`config.mk`:
```
export PLATFORM = sky130hd
export DESIGN_NAME = fft_r22sdf_16
export DESIGN_NICKNAME = d
export VERILOG_FILES = /design/src/hdl/fft_pkg.sv /design/src/hdl/fft_delay_line.sv /design/src/hdl/fft_sample_counter.sv /design/src/hdl/fft_bf2_section.sv /design/src/hdl/fft_twiddle_mult.sv /design/src/hdl/fft_output_ctrl.sv /design/src/hdl/fft_r22sdf_16.sv
export VERILOG_INCLUDE_DIRS = /design/src /design/src/hdl
export SDC_FILE = /design/constraint.sdc
export NUM_CORES = 2
export LEC_CHECK = 0
export ABC_CLOCK_PERIOD_IN_PS = 7120
export BUFFER_PORTS_ARGS = -buffer_cell sky130_fd_sc_hd__buf_4
export CAP_MARGIN = 30
export CORE_AREA = 2 2 380 382
export DETAILED_ROUTE_END_ITERATION = 10
export DIE_AREA = 0 0 382 384
export REMOVE_ABC_BUFFERS = 1
export SYNTH_ARGS = -nofsm -noshare
export SYNTH_HDL_FRONTEND = slang
export SYNTH_HIERARCHICAL = 1
export SYNTH_SLANG_ARGS = --single-unit
```
`constraint.sdc`:
```
create_clock -name clk -period 7.12 [get_ports clk]
set_input_delay 1.424 -clock clk [delete_from_list [all_inputs] [get_ports clk]]
set_output_delay 1.424 -clock clk [all_outputs]
set_load 0.1 [all_outputs]
```
`src/hdl/fft_twiddle_16.svh`:
```
`ifndef FFT_TWIDDLE_16_SVH
`define FFT_TWIDDLE_16_SVH

// twiddle applied between the two stages, indexed by sample slot k
// entry k holds W16^((k mod 4) * bitrev2(k / 4))
// slots 0..3 and every slot with k mod 4 == 0 multiply by 1
localparam logic signed [TF_WIDTH-1:0] TW16_RE [FFT_LEN] = '{
  10'sd256, 10'sd256, 10'sd256, 10'sd256,
  10'sd256, 10'sd181, 10'sd0, -10'sd181,
  10'sd256, 10'sd237, 10'sd181, 10'sd98,
  10'sd256, 10'sd98, -10'sd181, -10'sd237
};

localparam logic signed [TF_WIDTH-1:0] TW16_IM [FFT_LEN] = '{
  10'sd0, 10'sd0, 10'sd0, 10'sd0,
  10'sd0, -10'sd181, -10'sd256, -10'sd181,
  10'sd0, -10'sd98, -10'sd181, -10'sd237,
  10'sd0, -10'sd237, -10'sd181, 10'sd98
};

`endif

```
`src/hdl/fft_pkg.sv`:
```
`default_nettype none

package fft_pkg;

  // transform size
  localparam int FFT_LOG2 = 4;
  localparam int FFT_LEN = 1 << FFT_LOG2;

  // twiddle words are signed Q1.8 per component
  localparam int TF_WIDTH = 10;
  // 1.0 is 256, so 1, -1 and +-j are exact
  localparam int TF_FRAC = 8;

  // default input component width
  localparam int DIN_WIDTH_DEF = 12;

  // growth per radix-2^2 stage, one bit for each butterfly
  // the twiddle multiply keeps its input width
  localparam int STAGE_GROWTH = 2;

  // sample slot within a frame
  typedef logic [FFT_LOG2-1:0] idx_t;

  // output enable FSM
  typedef enum logic {
    FILL,
    STREAM
  } out_state_t;

endpackage

`default_nettype wire

```
`src/hdl/fft_delay_line.sv`:
```
`timescale 1ns/1ns
`default_nettype none

module fft_delay_line #(
  parameter int DEPTH = 8,
  parameter type item_t = logic
) (
  input  wire   clk,
  input  wire   rst_n,
  input  wire   shift,
  input  wire   item_t din,
  output item_t dout
);

  item_t mem [DEPTH];

  // moves only on accepted samples, holds through idle cycles
  always_ff @(posedge clk or negedge rst_n)
  begin
    if (!rst_n)
    begin
      for (int i = 0; i < DEPTH; i++)
      begin
        mem[i] <= '0;
      end
    end
    else if (shift)
    begin
      mem[0] <= din;
      for (int i = 1; i < DEPTH; i++)
      begin
        mem[i] <= mem[i-1];
      end
    end
  end

  // item written DEPTH shifts ago
  assign dout = mem[DEPTH-1];

endmodule

`default_nettype wire

```
`src/hdl/fft_sample_counter.sv`:
```
`timescale 1ns/1ns
`default_nettype none

module fft_sample_counter (
  input  wire           clk,
  input  wire           rst_n,
  input  wire           step,
  output fft_pkg::idx_t count,
  output logic          wrap
);

  import fft_pkg::*;

  // free running modulo FFT_LEN, advances on step only
  always_ff @(posedge clk or negedge rst_n)
  begin
    if (!rst_n)
    begin
      count <= '0;
    end
    else if (step)
    begin
      count <= count + idx_t'(1);
    end
  end

  // last slot of the frame, a step here closes it
  assign wrap = (count == idx_t'(FFT_LEN - 1));

  a_hold_idle: assert property (@(posedge clk) disable iff (!rst_n) !step |=> $stable(count));

endmodule

`default_nettype wire

```
`src/hdl/fft_bf2_section.sv`:
```
`timescale 1ns/1ns
`default_nettype none

module fft_bf2_section #(
  parameter int X_WIDTH = 12,
  parameter int DELAY = 8,
  parameter bit ROTATE = 1'b0
) (
  input  wire                      clk,
  input  wire                      rst_n,
  input  wire signed [X_WIDTH-1:0] x_re,
  input  wire signed [X_WIDTH-1:0] x_im,
  input  wire fft_pkg::idx_t       x_tag,
  input  wire                      x_nd,
  output logic signed [X_WIDTH:0]  z_re,
  output logic signed [X_WIDTH:0]  z_im,
  output fft_pkg::idx_t            z_tag,
  output logic                     z_nd
);

  import fft_pkg::*;

  // tag bit that splits each block of 2*DELAY samples
  localparam int SEL_BIT = $clog2(DELAY);

  typedef struct packed {
    logic signed [X_WIDTH:0] re;
    logic signed [X_WIDTH:0] im;
  } cplx_t;

  cplx_t                   fb_in;
  cplx_t                   fb_out;
  idx_t                    tag_dly;
  logic                    second_half;
  logic                    rot;
  logic signed [X_WIDTH:0] a_re;
  logic signed [X_WIDTH:0] a_im;
  logic signed [X_WIDTH:0] sum_re;
  logic signed [X_WIDTH:0] sum_im;
  logic signed [X_WIDTH:0] dif_re;
  logic signed [X_WIDTH:0] dif_im;

  assign second_half = x_tag[SEL_BIT];

  // -j on the lower input in the last quarter of each 4*DELAY block
  if (ROTATE)
  begin : g_rot
    assign rot = x_tag[SEL_BIT] & x_tag[SEL_BIT+1];
  end
  else
  begin : g_no_rot
    assign rot = 1'b0;
  end

  always_comb
  begin
    if (rot)
    begin
      a_re = (X_WIDTH+1)'(x_im);
      a_im = -(X_WIDTH+1)'(x_re);
    end
    else
    begin
      a_re = (X_WIDTH+1)'(x_re);
      a_im = (X_WIDTH+1)'(x_im);
    end
  end

  // upper sample comes back out of the feedback line
  assign sum_re = fb_out.re + a_re;
  assign sum_im = fb_out.im + a_im;
  assign dif_re = fb_out.re - a_re;
  assign dif_im = fb_out.im - a_im;

  // first half parks the input, second half parks the difference
  assign fb_in.re = second_half ? dif_re : a_re;
  assign fb_in.im = second_half ? dif_im : a_im;

  fft_delay_line #(
    .DEPTH  (DELAY),
    .item_t (cplx_t)
  ) u_fb_dly (
    .clk   (clk),
    .rst_n (rst_n),
    .shift (x_nd),
    .din   (fb_in),
    .dout  (fb_out)
  );

  // slot of the sample that leaves, DELAY accepted samples back
  fft_delay_line #(
    .DEPTH  (DELAY),
    .item_t (idx_t)
  ) u_tag_dly (
    .clk   (clk),
    .rst_n (rst_n),
    .shift (x_nd),
    .din   (x_tag),
    .dout  (tag_dly)
  );

  always_ff @(posedge clk or negedge rst_n)
  begin
    if (!rst_n)
    begin
      z_nd  <= 1'b0;
      z_tag <= '0;
    end
    else
    begin
      z_nd <= x_nd;
      if (x_nd)
        z_tag <= tag_dly;
    end
  end

  always_ff @(posedge clk)
  begin
    if (x_nd)
    begin
      z_re <= second_half ? sum_re : fb_out.re;
      z_im <= second_half ? sum_im : fb_out.im;
    end
  end

  a_nd_follows: assert property (@(posedge clk) disable iff (!rst_n) x_nd |=> z_nd);
  a_nd_quiet: assert property (@(posedge clk) disable iff (!rst_n) !x_nd |=> !z_nd);

endmodule

`default_nettype wire

```
`src/hdl/fft_twiddle_mult.sv`:
```
`timescale 1ns/1ns
`default_nettype none

module fft_twiddle_mult #(
  parameter int X_WIDTH = 14
) (
  input  wire                       clk,
  input  wire                       rst_n,
  input  wire signed [X_WIDTH-1:0]  x_re,
  input  wire signed [X_WIDTH-1:0]  x_im,
  input  wire fft_pkg::idx_t        x_tag,
  input  wire                       x_nd,
  output logic signed [X_WIDTH-1:0] z_re,
  output logic signed [X_WIDTH-1:0] z_im,
  output fft_pkg::idx_t             z_tag,
  output logic                      z_nd
);

  import fft_pkg::*;

  `include "fft_twiddle_16.svh"

  // full product plus one bit for the cross term sum
  localparam int P_WIDTH = X_WIDTH + TF_WIDTH + 1;

  // half an output lsb, for round half up
  localparam logic signed [P_WIDTH-1:0] HALF_LSB =
    {{(P_WIDTH-TF_FRAC){1'b0}}, 1'b1, {(TF_FRAC-1){1'b0}}};

  logic signed [TF_WIDTH-1:0] tw_re;
  logic signed [TF_WIDTH-1:0] tw_im;
  logic signed [P_WIDTH-1:0]  p_re;
  logic signed [P_WIDTH-1:0]  p_im;

  assign tw_re = TW16_RE[x_tag];
  assign tw_im = TW16_IM[x_tag];

  // (a + jb)(c + jd) = (ac - bd) + j(ad + bc)
  always_comb
  begin
    p_re = P_WIDTH'(x_re) * P_WIDTH'(tw_re) - P_WIDTH'(x_im) * P_WIDTH'(tw_im) + HALF_LSB;
    p_im = P_WIDTH'(x_re) * P_WIDTH'(tw_im) + P_WIDTH'(x_im) * P_WIDTH'(tw_re) + HALF_LSB;
  end

  always_ff @(posedge clk or negedge rst_n)
  begin
    if (!rst_n)
    begin
      z_nd  <= 1'b0;
      z_tag <= '0;
    end
    else
    begin
      z_nd <= x_nd;
      if (x_nd)
        z_tag <= x_tag;
    end
  end

  // drop the fraction bits, sample slot is unchanged here
  always_ff @(posedge clk)
  begin
    if (x_nd)
    begin
      z_re <= p_re[TF_FRAC +: X_WIDTH];
      z_im <= p_im[TF_FRAC +: X_WIDTH];
    end
  end

endmodule

`default_nettype wire

```
`src/hdl/fft_output_ctrl.sv`:
```
`timescale 1ns/1ns
`default_nettype none

module fft_output_ctrl #(
  parameter int X_WIDTH = 16
) (
  input  wire                       clk,
  input  wire                       rst_n,
  input  wire signed [X_WIDTH-1:0]  x_re,
  input  wire signed [X_WIDTH-1:0]  x_im,
  input  wire fft_pkg::idx_t        x_tag,
  input  wire                       x_nd,
  output logic signed [X_WIDTH-1:0] dout_re,
  output logic signed [X_WIDTH-1:0] dout_im,
  output logic                      dout_nd,
  output fft_pkg::idx_t             out_num
);

  import fft_pkg::*;

  out_state_t state;
  idx_t       res_count;
  logic       res_wrap;
  logic       first_slot;
  logic       release_nd;

  // counts every arrival, so in STREAM it tracks the slot of the result
  fft_sample_counter u_res_cnt (
    .clk   (clk),
    .rst_n (rst_n),
    .step  (x_nd),
    .count (res_count),
    .wrap  (res_wrap)
  );

  // pipeline is N-1 samples deep, 16th arrival is slot 0 of frame 0
  assign first_slot = (state == FILL) && x_nd && res_wrap && (x_tag == '0);
  assign release_nd = x_nd && ((state == STREAM) || first_slot);

  always_ff @(posedge clk or negedge rst_n)
  begin
    if (!rst_n)
    begin
      state   <= FILL;
      dout_nd <= 1'b0;
    end
    else
    begin
      dout_nd <= release_nd;
      if (first_slot)
        state <= STREAM;
    end
  end

  always_ff @(posedge clk)
  begin
    if (release_nd)
    begin
      dout_re <= x_re;
      dout_im <= x_im;
    end
  end

  // bit-reversed slot is the natural bin index
  always_comb
  begin
    out_num = '0;
    if (state == STREAM)
    begin
      for (int i = 0; i < FFT_LOG2; i++)
      begin
        out_num[i] = res_count[FFT_LOG2-1-i];
      end
    end
  end

  a_stay_stream: assert property (@(posedge clk) disable iff (!rst_n)
    state == STREAM |=> state == STREAM);

  // slot tags through the whole chain stay in step with the result count
  a_tag_in_order: assert property (@(posedge clk) disable iff (!rst_n)
    (state == STREAM && x_nd) |-> x_tag == idx_t'(res_count + idx_t'(1)));

endmodule

`default_nettype wire

```
`src/hdl/fft_r22sdf_16.sv`:
```
`timescale 1ns/1ns
`default_nettype none

module fft_r22sdf_16 #(
  parameter int DIN_WIDTH = fft_pkg::DIN_WIDTH_DEF,
  localparam int DOUT_WIDTH = DIN_WIDTH + 2 * fft_pkg::STAGE_GROWTH
) (
  input  wire                          clk,
  input  wire                          rst_n,
  input  wire signed [DIN_WIDTH-1:0]   din_re,
  input  wire signed [DIN_WIDTH-1:0]   din_im,
  input  wire                          din_nd,
  output logic signed [DOUT_WIDTH-1:0] dout_re,
  output logic signed [DOUT_WIDTH-1:0] dout_im,
  output logic                         dout_nd,
  output fft_pkg::idx_t                out_num
);

  import fft_pkg::*;

  // widths along the chain, the multiplier keeps its width
  localparam int S0A_WIDTH = DIN_WIDTH + 1;
  localparam int S0_WIDTH  = DIN_WIDTH + STAGE_GROWTH;
  localparam int S1A_WIDTH = S0_WIDTH + 1;

  idx_t                        in_tag;
  logic signed [S0A_WIDTH-1:0] s0a_re;
  logic signed [S0A_WIDTH-1:0] s0a_im;
  idx_t                        s0a_tag;
  logic                        s0a_nd;
  logic signed [S0_WIDTH-1:0]  s0b_re;
  logic signed [S0_WIDTH-1:0]  s0b_im;
  idx_t                        s0b_tag;
  logic                        s0b_nd;
  logic signed [S0_WIDTH-1:0]  tm_re;
  logic signed [S0_WIDTH-1:0]  tm_im;
  idx_t                        tm_tag;
  logic                        tm_nd;
  logic signed [S1A_WIDTH-1:0] s1a_re;
  logic signed [S1A_WIDTH-1:0] s1a_im;
  idx_t                        s1a_tag;
  logic                        s1a_nd;
  logic signed [DOUT_WIDTH-1:0] s1b_re;
  logic signed [DOUT_WIDTH-1:0] s1b_im;
  idx_t                        s1b_tag;
  logic                        s1b_nd;

  // slot index of each accepted input sample
  fft_sample_counter u_in_cnt (
    .clk   (clk),
    .rst_n (rst_n),
    .step  (din_nd),
    .count (in_tag),
    .wrap  ()
  );

  fft_bf2_section #(.X_WIDTH(DIN_WIDTH), .DELAY(8), .ROTATE(1'b0)) u_s0a (
    .clk (clk), .rst_n (rst_n),
    .x_re (din_re), .x_im (din_im), .x_tag (in_tag), .x_nd (din_nd),
    .z_re (s0a_re), .z_im (s0a_im), .z_tag (s0a_tag), .z_nd (s0a_nd)
  );

  fft_bf2_section #(.X_WIDTH(S0A_WIDTH), .DELAY(4), .ROTATE(1'b1)) u_s0b (
    .clk (clk), .rst_n (rst_n),
    .x_re (s0a_re), .x_im (s0a_im), .x_tag (s0a_tag), .x_nd (s0a_nd),
    .z_re (s0b_re), .z_im (s0b_im), .z_tag (s0b_tag), .z_nd (s0b_nd)
  );

  fft_twiddle_mult #(.X_WIDTH(S0_WIDTH)) u_tm (
    .clk (clk), .rst_n (rst_n),
    .x_re (s0b_re), .x_im (s0b_im), .x_tag (s0b_tag), .x_nd (s0b_nd),
    .z_re (tm_re), .z_im (tm_im), .z_tag (tm_tag), .z_nd (tm_nd)
  );

  fft_bf2_section #(.X_WIDTH(S0_WIDTH), .DELAY(2), .ROTATE(1'b0)) u_s1a (
    .clk (clk), .rst_n (rst_n),
    .x_re (tm_re), .x_im (tm_im), .x_tag (tm_tag), .x_nd (tm_nd),
    .z_re (s1a_re), .z_im (s1a_im), .z_tag (s1a_tag), .z_nd (s1a_nd)
  );

  fft_bf2_section #(.X_WIDTH(S1A_WIDTH), .DELAY(1), .ROTATE(1'b1)) u_s1b (
    .clk (clk), .rst_n (rst_n),
    .x_re (s1a_re), .x_im (s1a_im), .x_tag (s1a_tag), .x_nd (s1a_nd),
    .z_re (s1b_re), .z_im (s1b_im), .z_tag (s1b_tag), .z_nd (s1b_nd)
  );

  fft_output_ctrl #(.X_WIDTH(DOUT_WIDTH)) u_out (
    .clk (clk), .rst_n (rst_n),
    .x_re (s1b_re), .x_im (s1b_im), .x_tag (s1b_tag), .x_nd (s1b_nd),
    .dout_re (dout_re), .dout_im (dout_im), .dout_nd (dout_nd), .out_num (out_num)
  );

endmodule

`default_nettype wire

```
; After elaboration in Yosys (flattened, before gate mapping)
; Memory sizes are Yosys's and may differ from the RTL's.
; Cells that the tools add are included.
; W data, S select, Z words.
[op_classes]
multipliers = 4
n_reduce_logical = 6
eq_ne = 1
addsub = 24
div = 0
muxes = 25
shifts = 0
order_cmp = 1
bitwise = 4
[op_table]
columns = op, count
row1 = $mux W16, 6
row2 = $mul A14 B10 Y22, 4
row3 = $mux W14, 6
row4 = $mux W15, 4
row5 = $mux W13, 4
row6 = $add A22 B9 Y22 const B, 2
row7 = $mux W10, 4
row8 = $add A16 B16 Y16, 2
row9 = $sub A16 B16 Y16, 2
row10 = $add A15 B14 Y15, 2
row11 = $sub A15 B14 Y15, 2
row12 = $add A14 B14 Y14, 2
row13 = $sub A14 B14 Y14, 2
row14 = $add A13 B12 Y13, 2
row15 = $sub A13 B12 Y13, 2
row16 = $add A22 B22 Y22, 1
row17 = $sub A22 B22 Y22, 1
row18 = $neg A15 Y16, 1
row19 = $neg A13 Y14, 1
row20 = $add A4 B1 Y4 const B, 2
row21 = $ge A5 B5 Y1 const B, 1
row22 = $not A4 Y5, 1
row23 = $eq A4 B4 Y1 const B, 1
row24 = $logic_and A1 B1 Y1, 4
row25 = 5 further kinds, 6
[totals]
input_bits = 27
ramBits = 0
wordCells = 138
out_inout_bits = 37
latch_bits = 0
rom_bits = 320
mem_count = 2
ff_bits = 683
[mem_list]
columns = memory, depth, word_bits, rd, rd_clocked_by_memory_dff, wr, line_no
row1 = (no name shown), 16, 10, 1, 0, 0, fft_twiddle_mult.sv:35  ; assign tw_re = TW16_RE[x_tag];
row2 = (no name shown), 16, 10, 1, 0, 0, fft_twiddle_mult.sv:36  ; assign tw_im = TW16_IM[x_tag];

; Logic depth before layout (Yosys ltp)
[depth]
depth_word = 7
depth_mapped = 28
ltp_nobuf = 27

; Hierarchy
; The synthesis kept the hierarchy.
[modules_own_cells]
columns = module, area_each_um2, cells_each, seq_area_each_um2, n_inst
row1 = fft_twiddle_mult, 20440.9, 2139, 965.9, 1
row2 = fft_delay_line at u_s0a.u_fb_dly, 8330.5, 465, 5205.0, 1
row3 = fft_bf2_section at u_s1b, 5266.3, 680, 1086.0, 1
row4 = fft_bf2_section at u_s1a, 4775.8, 612, 1026.0, 1
row5 = fft_bf2_section at u_s0b, 4471.8, 556, 965.9, 1
row6 = fft_delay_line at u_s0b.u_fb_dly, 4386.7, 264, 2802.7, 1
row7 = fft_bf2_section at u_s0a, 3836.2, 470, 905.9, 1
row8 = fft_delay_line at u_s1a.u_fb_dly, 2758.9, 157, 1501.4, 1
row9 = fft_delay_line at u_s0a.u_tag_dly, 1375.1, 72, 800.8, 1
row10 = fft_delay_line at u_s1b.u_fb_dly, 1345.0, 68, 800.8, 1
row11 = fft_output_ctrl, 1067.3, 43, 1011.0, 1
row12 = fft_delay_line at u_s0b.u_tag_dly, 679.4, 38, 400.4, 1
row13 = fft_delay_line at u_s1a.u_tag_dly, 361.6, 21, 200.2, 1
row14 = fft_sample_counter, 166.4, 12, 100.1, 2
row15 = fft_delay_line at u_s1b.u_tag_dly, 145.1, 8, 100.1, 1

; Worst setup path before layout
; No wires, ideal clock.
[synth_path]
path_type = reg2reg
start = register u_s0b.z_tag[2]
end = register u_tm.z_re[13], data pin
arrival_time_ps = 7138
path_slack_ps = -278
required_ps = 6860
path_stages_with_launch = 27
n_path_buf = 4
synth_period_minus_slack_ps = 7398
setup_time_ps = 260
path_cell_list = dfrtp_1 -> buf_2 -> buf_1 -> buf_1 -> nor2_1 -> a31oi_1 -> clkbuf_1 -> nand2_1 -> fa_1 -> inv_1 -> fa_1 -> fa_1 -> inv_1 -> fa_1 -> fa_1 -> fa_1 -> inv_1 -> fa_1 -> inv_1 -> ha_1 -> nand4_1 -> or2_2 -> o31ai_1 -> o41a_1 -> or4_4 -> a31oi_2 -> xnor2_1
[synth_between]
elab_chain_len = 7
elab_cells_between_ends = 11
classes_between = 2 x add/sub / 2 x mul / 4 x mux / 1 x bitwise / 2 x memory
[synth_rtl]
columns = element, line_no
row1 = start: declaration, fft_bf2_section.sv:17  ; output fft_pkg::idx_t z_tag,
row2 = start signal: assignment, fft_bf2_section.sv:113  ; z_tag <= tag_dly;
row3 = $not A4 Y5 (not written as such) *, "fft_twiddle_mult.sv:35, fft_twiddle_mult.sv:36"
row4 = $mem_v2 Z16 W10 (on tied branches), n/a
row5 = $mux W10 (on tied branches) (2 in series), "fft_twiddle_mult.sv:35, fft_twiddle_mult.sv:36"
row6 = $mul A14 B10 Y22, fft_twiddle_mult.sv:41  ; p_re = P_WIDTH'(x_re) * P_WIDTH'(tw_re) - P_WIDTH'(x_im) * P_WIDTH'(tw_im) + HALF_LSB;
row7 = $sub A22 B22 Y22 *, fft_twiddle_mult.sv:41
row8 = $add A22 B9 Y22 *, fft_twiddle_mult.sv:41
row9 = net u_tm.p_re[21], fft_twiddle_mult.sv:32  ; logic signed [P_WIDTH-1:0] p_re;
row10 = end signal: assignment, fft_twiddle_mult.sv:65  ; z_re <= p_re[TF_FRAC +: X_WIDTH];
row11 = end: declaration, fft_twiddle_mult.sv:13  ; output logic signed [X_WIDTH-1:0] z_re,
; The timed path passes the listed nets; every way through them passes the cells marked *. The select of a mux whose other input is x is not followed.
; A chain may end at the register's enable or synchronous reset.

; Final worst setup path
[layout_path]
start = register u_s0b.z_tag[1]
end = register u_tm.z_im[9], data pin
[layout_between]
elab_chain_len = 7
elab_cells_between_ends = 11
classes_between = 2 x add/sub / 2 x mul / 4 x mux / 1 x bitwise / 2 x memory
[layout_rtl]
columns = element, line_no
row1 = $not A4 Y5 (not written as such) *, "fft_twiddle_mult.sv:35, fft_twiddle_mult.sv:36"
row2 = $mem_v2 Z16 W10 (on tied branches), n/a
row3 = $mux W10 (on tied branches) (2 in series), "fft_twiddle_mult.sv:36, fft_twiddle_mult.sv:35"
row4 = $mul A14 B10 Y22, fft_twiddle_mult.sv:42  ; p_im = P_WIDTH'(x_re) * P_WIDTH'(tw_im) + P_WIDTH'(x_im) * P_WIDTH'(tw_re) + HALF_LSB;
row5 = $add A22 B22 Y22 *, fft_twiddle_mult.sv:42
row6 = $add A22 B9 Y22 *, fft_twiddle_mult.sv:42
row7 = net u_tm.p_im[17], fft_twiddle_mult.sv:33  ; logic signed [P_WIDTH-1:0] p_im;
row8 = end signal: assignment, fft_twiddle_mult.sv:66  ; z_im <= p_im[TF_FRAC +: X_WIDTH];
row9 = end: declaration, fft_twiddle_mult.sv:14  ; output logic signed [X_WIDTH-1:0] z_im,
; Marks and branches as above.

==> impl_results.md <==
* Placed cells at approximately 7500
* Setup Viol. Count Final at 1
* Clk sink count at 683
* RSZ-0062 raised after global routing: yes
* Largest net degree at the start of global routing at 182
* Core Area at between 100000 and 150000 sq um
* CTS tree: yes
* Critical path arrival at 7.58 ns
* Post-Syn Area at 59600 sq um
* Crit-path most repeated cell: fa_1
* GR Overflow Total at 0
* Warnings from Yosys at 6
* Cell Rows at between 100 and 150
* Die ar. at about 150000 sq um
* Worst path bufs/invs at 7
* WL met3 at between 4000 and 5000 um
* Mean Syn Cell Area at 10.6 sq um
* Nets at between 6000 and 7000
* Pre-CTS setup slack at -0.369 ns
* Root buffer cell: clkbuf_16
* Die Ht at roughly 380 um
* H-tree levels at 3
* Most frequent cells in the layout: inv_1 (797), fa_1 (530), dfrtp_1 (497), nand2_1 (403), ha_1 (380)
* Post-Syn Instances at between 5000 and 6000
* ANT cells at 0
* First-pass GRT wire length at approximately 220000 um
* Initial antenna violation count at 2
* Critical path peak fanout at 6
* Fmax at 140 MHz
* Drt via density at roughly 5.0
* Clock Latency Late Sink at 0.71 ns
* Clock transition at path regs at about 0.06 ns
* Metal2 WL at approximately 66000 um
* Commonest non-fill, non-tap cell in the layout: inv_1
* Critical path class: reg2reg
* Tmin final at a little over 7 ns
* Worst Setup Start Kind: flop
* Layout filler cell count at roughly 13000
* Final WL at between 100000 and 150000 um
* Critical Path Sink Type: flop
* Tot GR Track Use at 0.185
* Drt first pass iters at 5
* Share of cells above drive strength 1 at 0.206
* Worst Max-Slew Pin Slew at 0.984 ns
* Final ANT Viol Nets at 0
* Starting Density at 0.417
* Port Buf Inserts at 63
* Outcome: complete, but fails checks
* Final non-filler cell total at between 7000 and 8000
* Max Slew Vio Count at 0
* Crit-path slowest cell: fa_1
* DRT met1 WL at ~60000 um
* Avg WL per Cell at 17.4 um
* Fin crit share at 1.00
* Slew HR at 0.344
* Reg2reg setup slack at -0.03 ns
* Hold Fails Final Rpt at 0
* Hold crit path type: reg2reg
* Clock Tree Buf Depth at 3
* Max stage delay on crit path at ~0.56 ns
* IO Count at 64
* Dpl hpwl at around 100000 um
* Post-layout worst setup margin at -0.0289 ns
* Critical path's top delay family: adder cells
* DRC at 0
* Top Metal Used: met5
* Failing checks: setup timing
* Num CTS Buffers at slightly below 80
* Area growth from synthesis to layout at 10.9%
* Worst Path Required at between 7 and 8 ns
* Number of global-route vias before repair at a little over 40000
* DIE WIDTH at 382 um
* Via Count at about 39000
* Initial DRC Count at between 1500 and 2000
* Gpl congestion at 0.885
* Setup TNS at -0.0289 ns
* Max-Cap Viols at 0
* Worst Skew at roughly 0.044 ns
==> flip-flops by register name, summed over array words and instances, names as in the netlist, 14 cells and up <==
name                 flops
u_s1b/u_fb_dly/dout     32
u_s0a/u_fb_dly/mem     182
u_s1b/z_re              16
u_out/dout_re           16
u_s1b/z_im              16
u_s0a/u_fb_dly/dout     26
u_s0b/u_fb_dly/mem      84
u_s0a/u_tag_dly/mem     28
u_s1a/z_im              15
u_s0b/u_fb_dly/dout     28
u_s0b/z_re              14
u_tm/z_re               14
u_s1a/z_re              15
u_s0b/z_im              14
u_out/dout_im           16
u_s1a/u_fb_dly/dout     30
u_tm/z_im               14
u_s1a/u_fb_dly/mem      30
==> metal layers <==
layer	vias to the layer above	global-route usage
met5	-	0
met4	2	0.0510
met3	193	0.0243
met2	601	0.323
met1	19351	0.242
li1	18371	-
==> area by class of cell <==
| type | count | area, sq um | share of cell area |
|---|---|---|---|
| tap | 1903 | 2380 | 0.0360 |
| clock inverter | 35 | 459 | 0.00695 |
| inverter | 812 | 3050 | 0.0461 |
| sequential | 683 | 18000 | 0.273 |
| clock buffer | 110 | 2260 | 0.0343 |
| timing repair buffer | 340 | 2910 | 0.0440 |
| multi-input combinational | 3778 | 37000 | 0.560 |
==> repair_timing <==
action | 4_1_cts | 5_1_grt
pin swaps | 28 | 37
hold buffers | 0 | 0
resized for setup | 56 | 79
setup buffers | 6 | 6
endpoints found under the setup margin | 11 | 17
endpoints found under the hold margin | 0 | 0
cloned | 0 | 1
==> final timing paths <==
path | to | from | cells past startpoint
worst max-delay path | u_tm/z_im[9] | u_s0b/z_tag[1] | 26
worst min-delay path | u_out/dout_re[7] | u_s1b/z_re[7] | 0
worst max register to register | u_tm/z_im[9] | u_s0b/z_tag[1] | 26
worst min register to register | u_out/dout_re[7] | u_s1b/z_re[7] | 0
max in group asynchronous | u_s0a/u_fb_dly/mem[110] | rst_n | 2
min in group asynchronous | u_s0a/u_fb_dly/mem[97] | rst_n | 1
==> metrics by stage <==
| step | util | instance area [sq um] | hold WS (ns) |
|---|---|---|---|
| after CTS | 0.460 | 65600 | 0.418 |
| final | 0.463 | 66000 | 0.413 |
| after detailed placement | 0.438 | 62600 | 0.406 |
| after global routing | 0.463 | 66000 | 0.423 |
| after floorplan | - | 57400 | 0.400 |
| after global placement | 0.438 | 62600 | 0.402 |
Power is not shown: default switching activity piles up to over one toggle a cycle in this logic, so the estimate is an artifact.
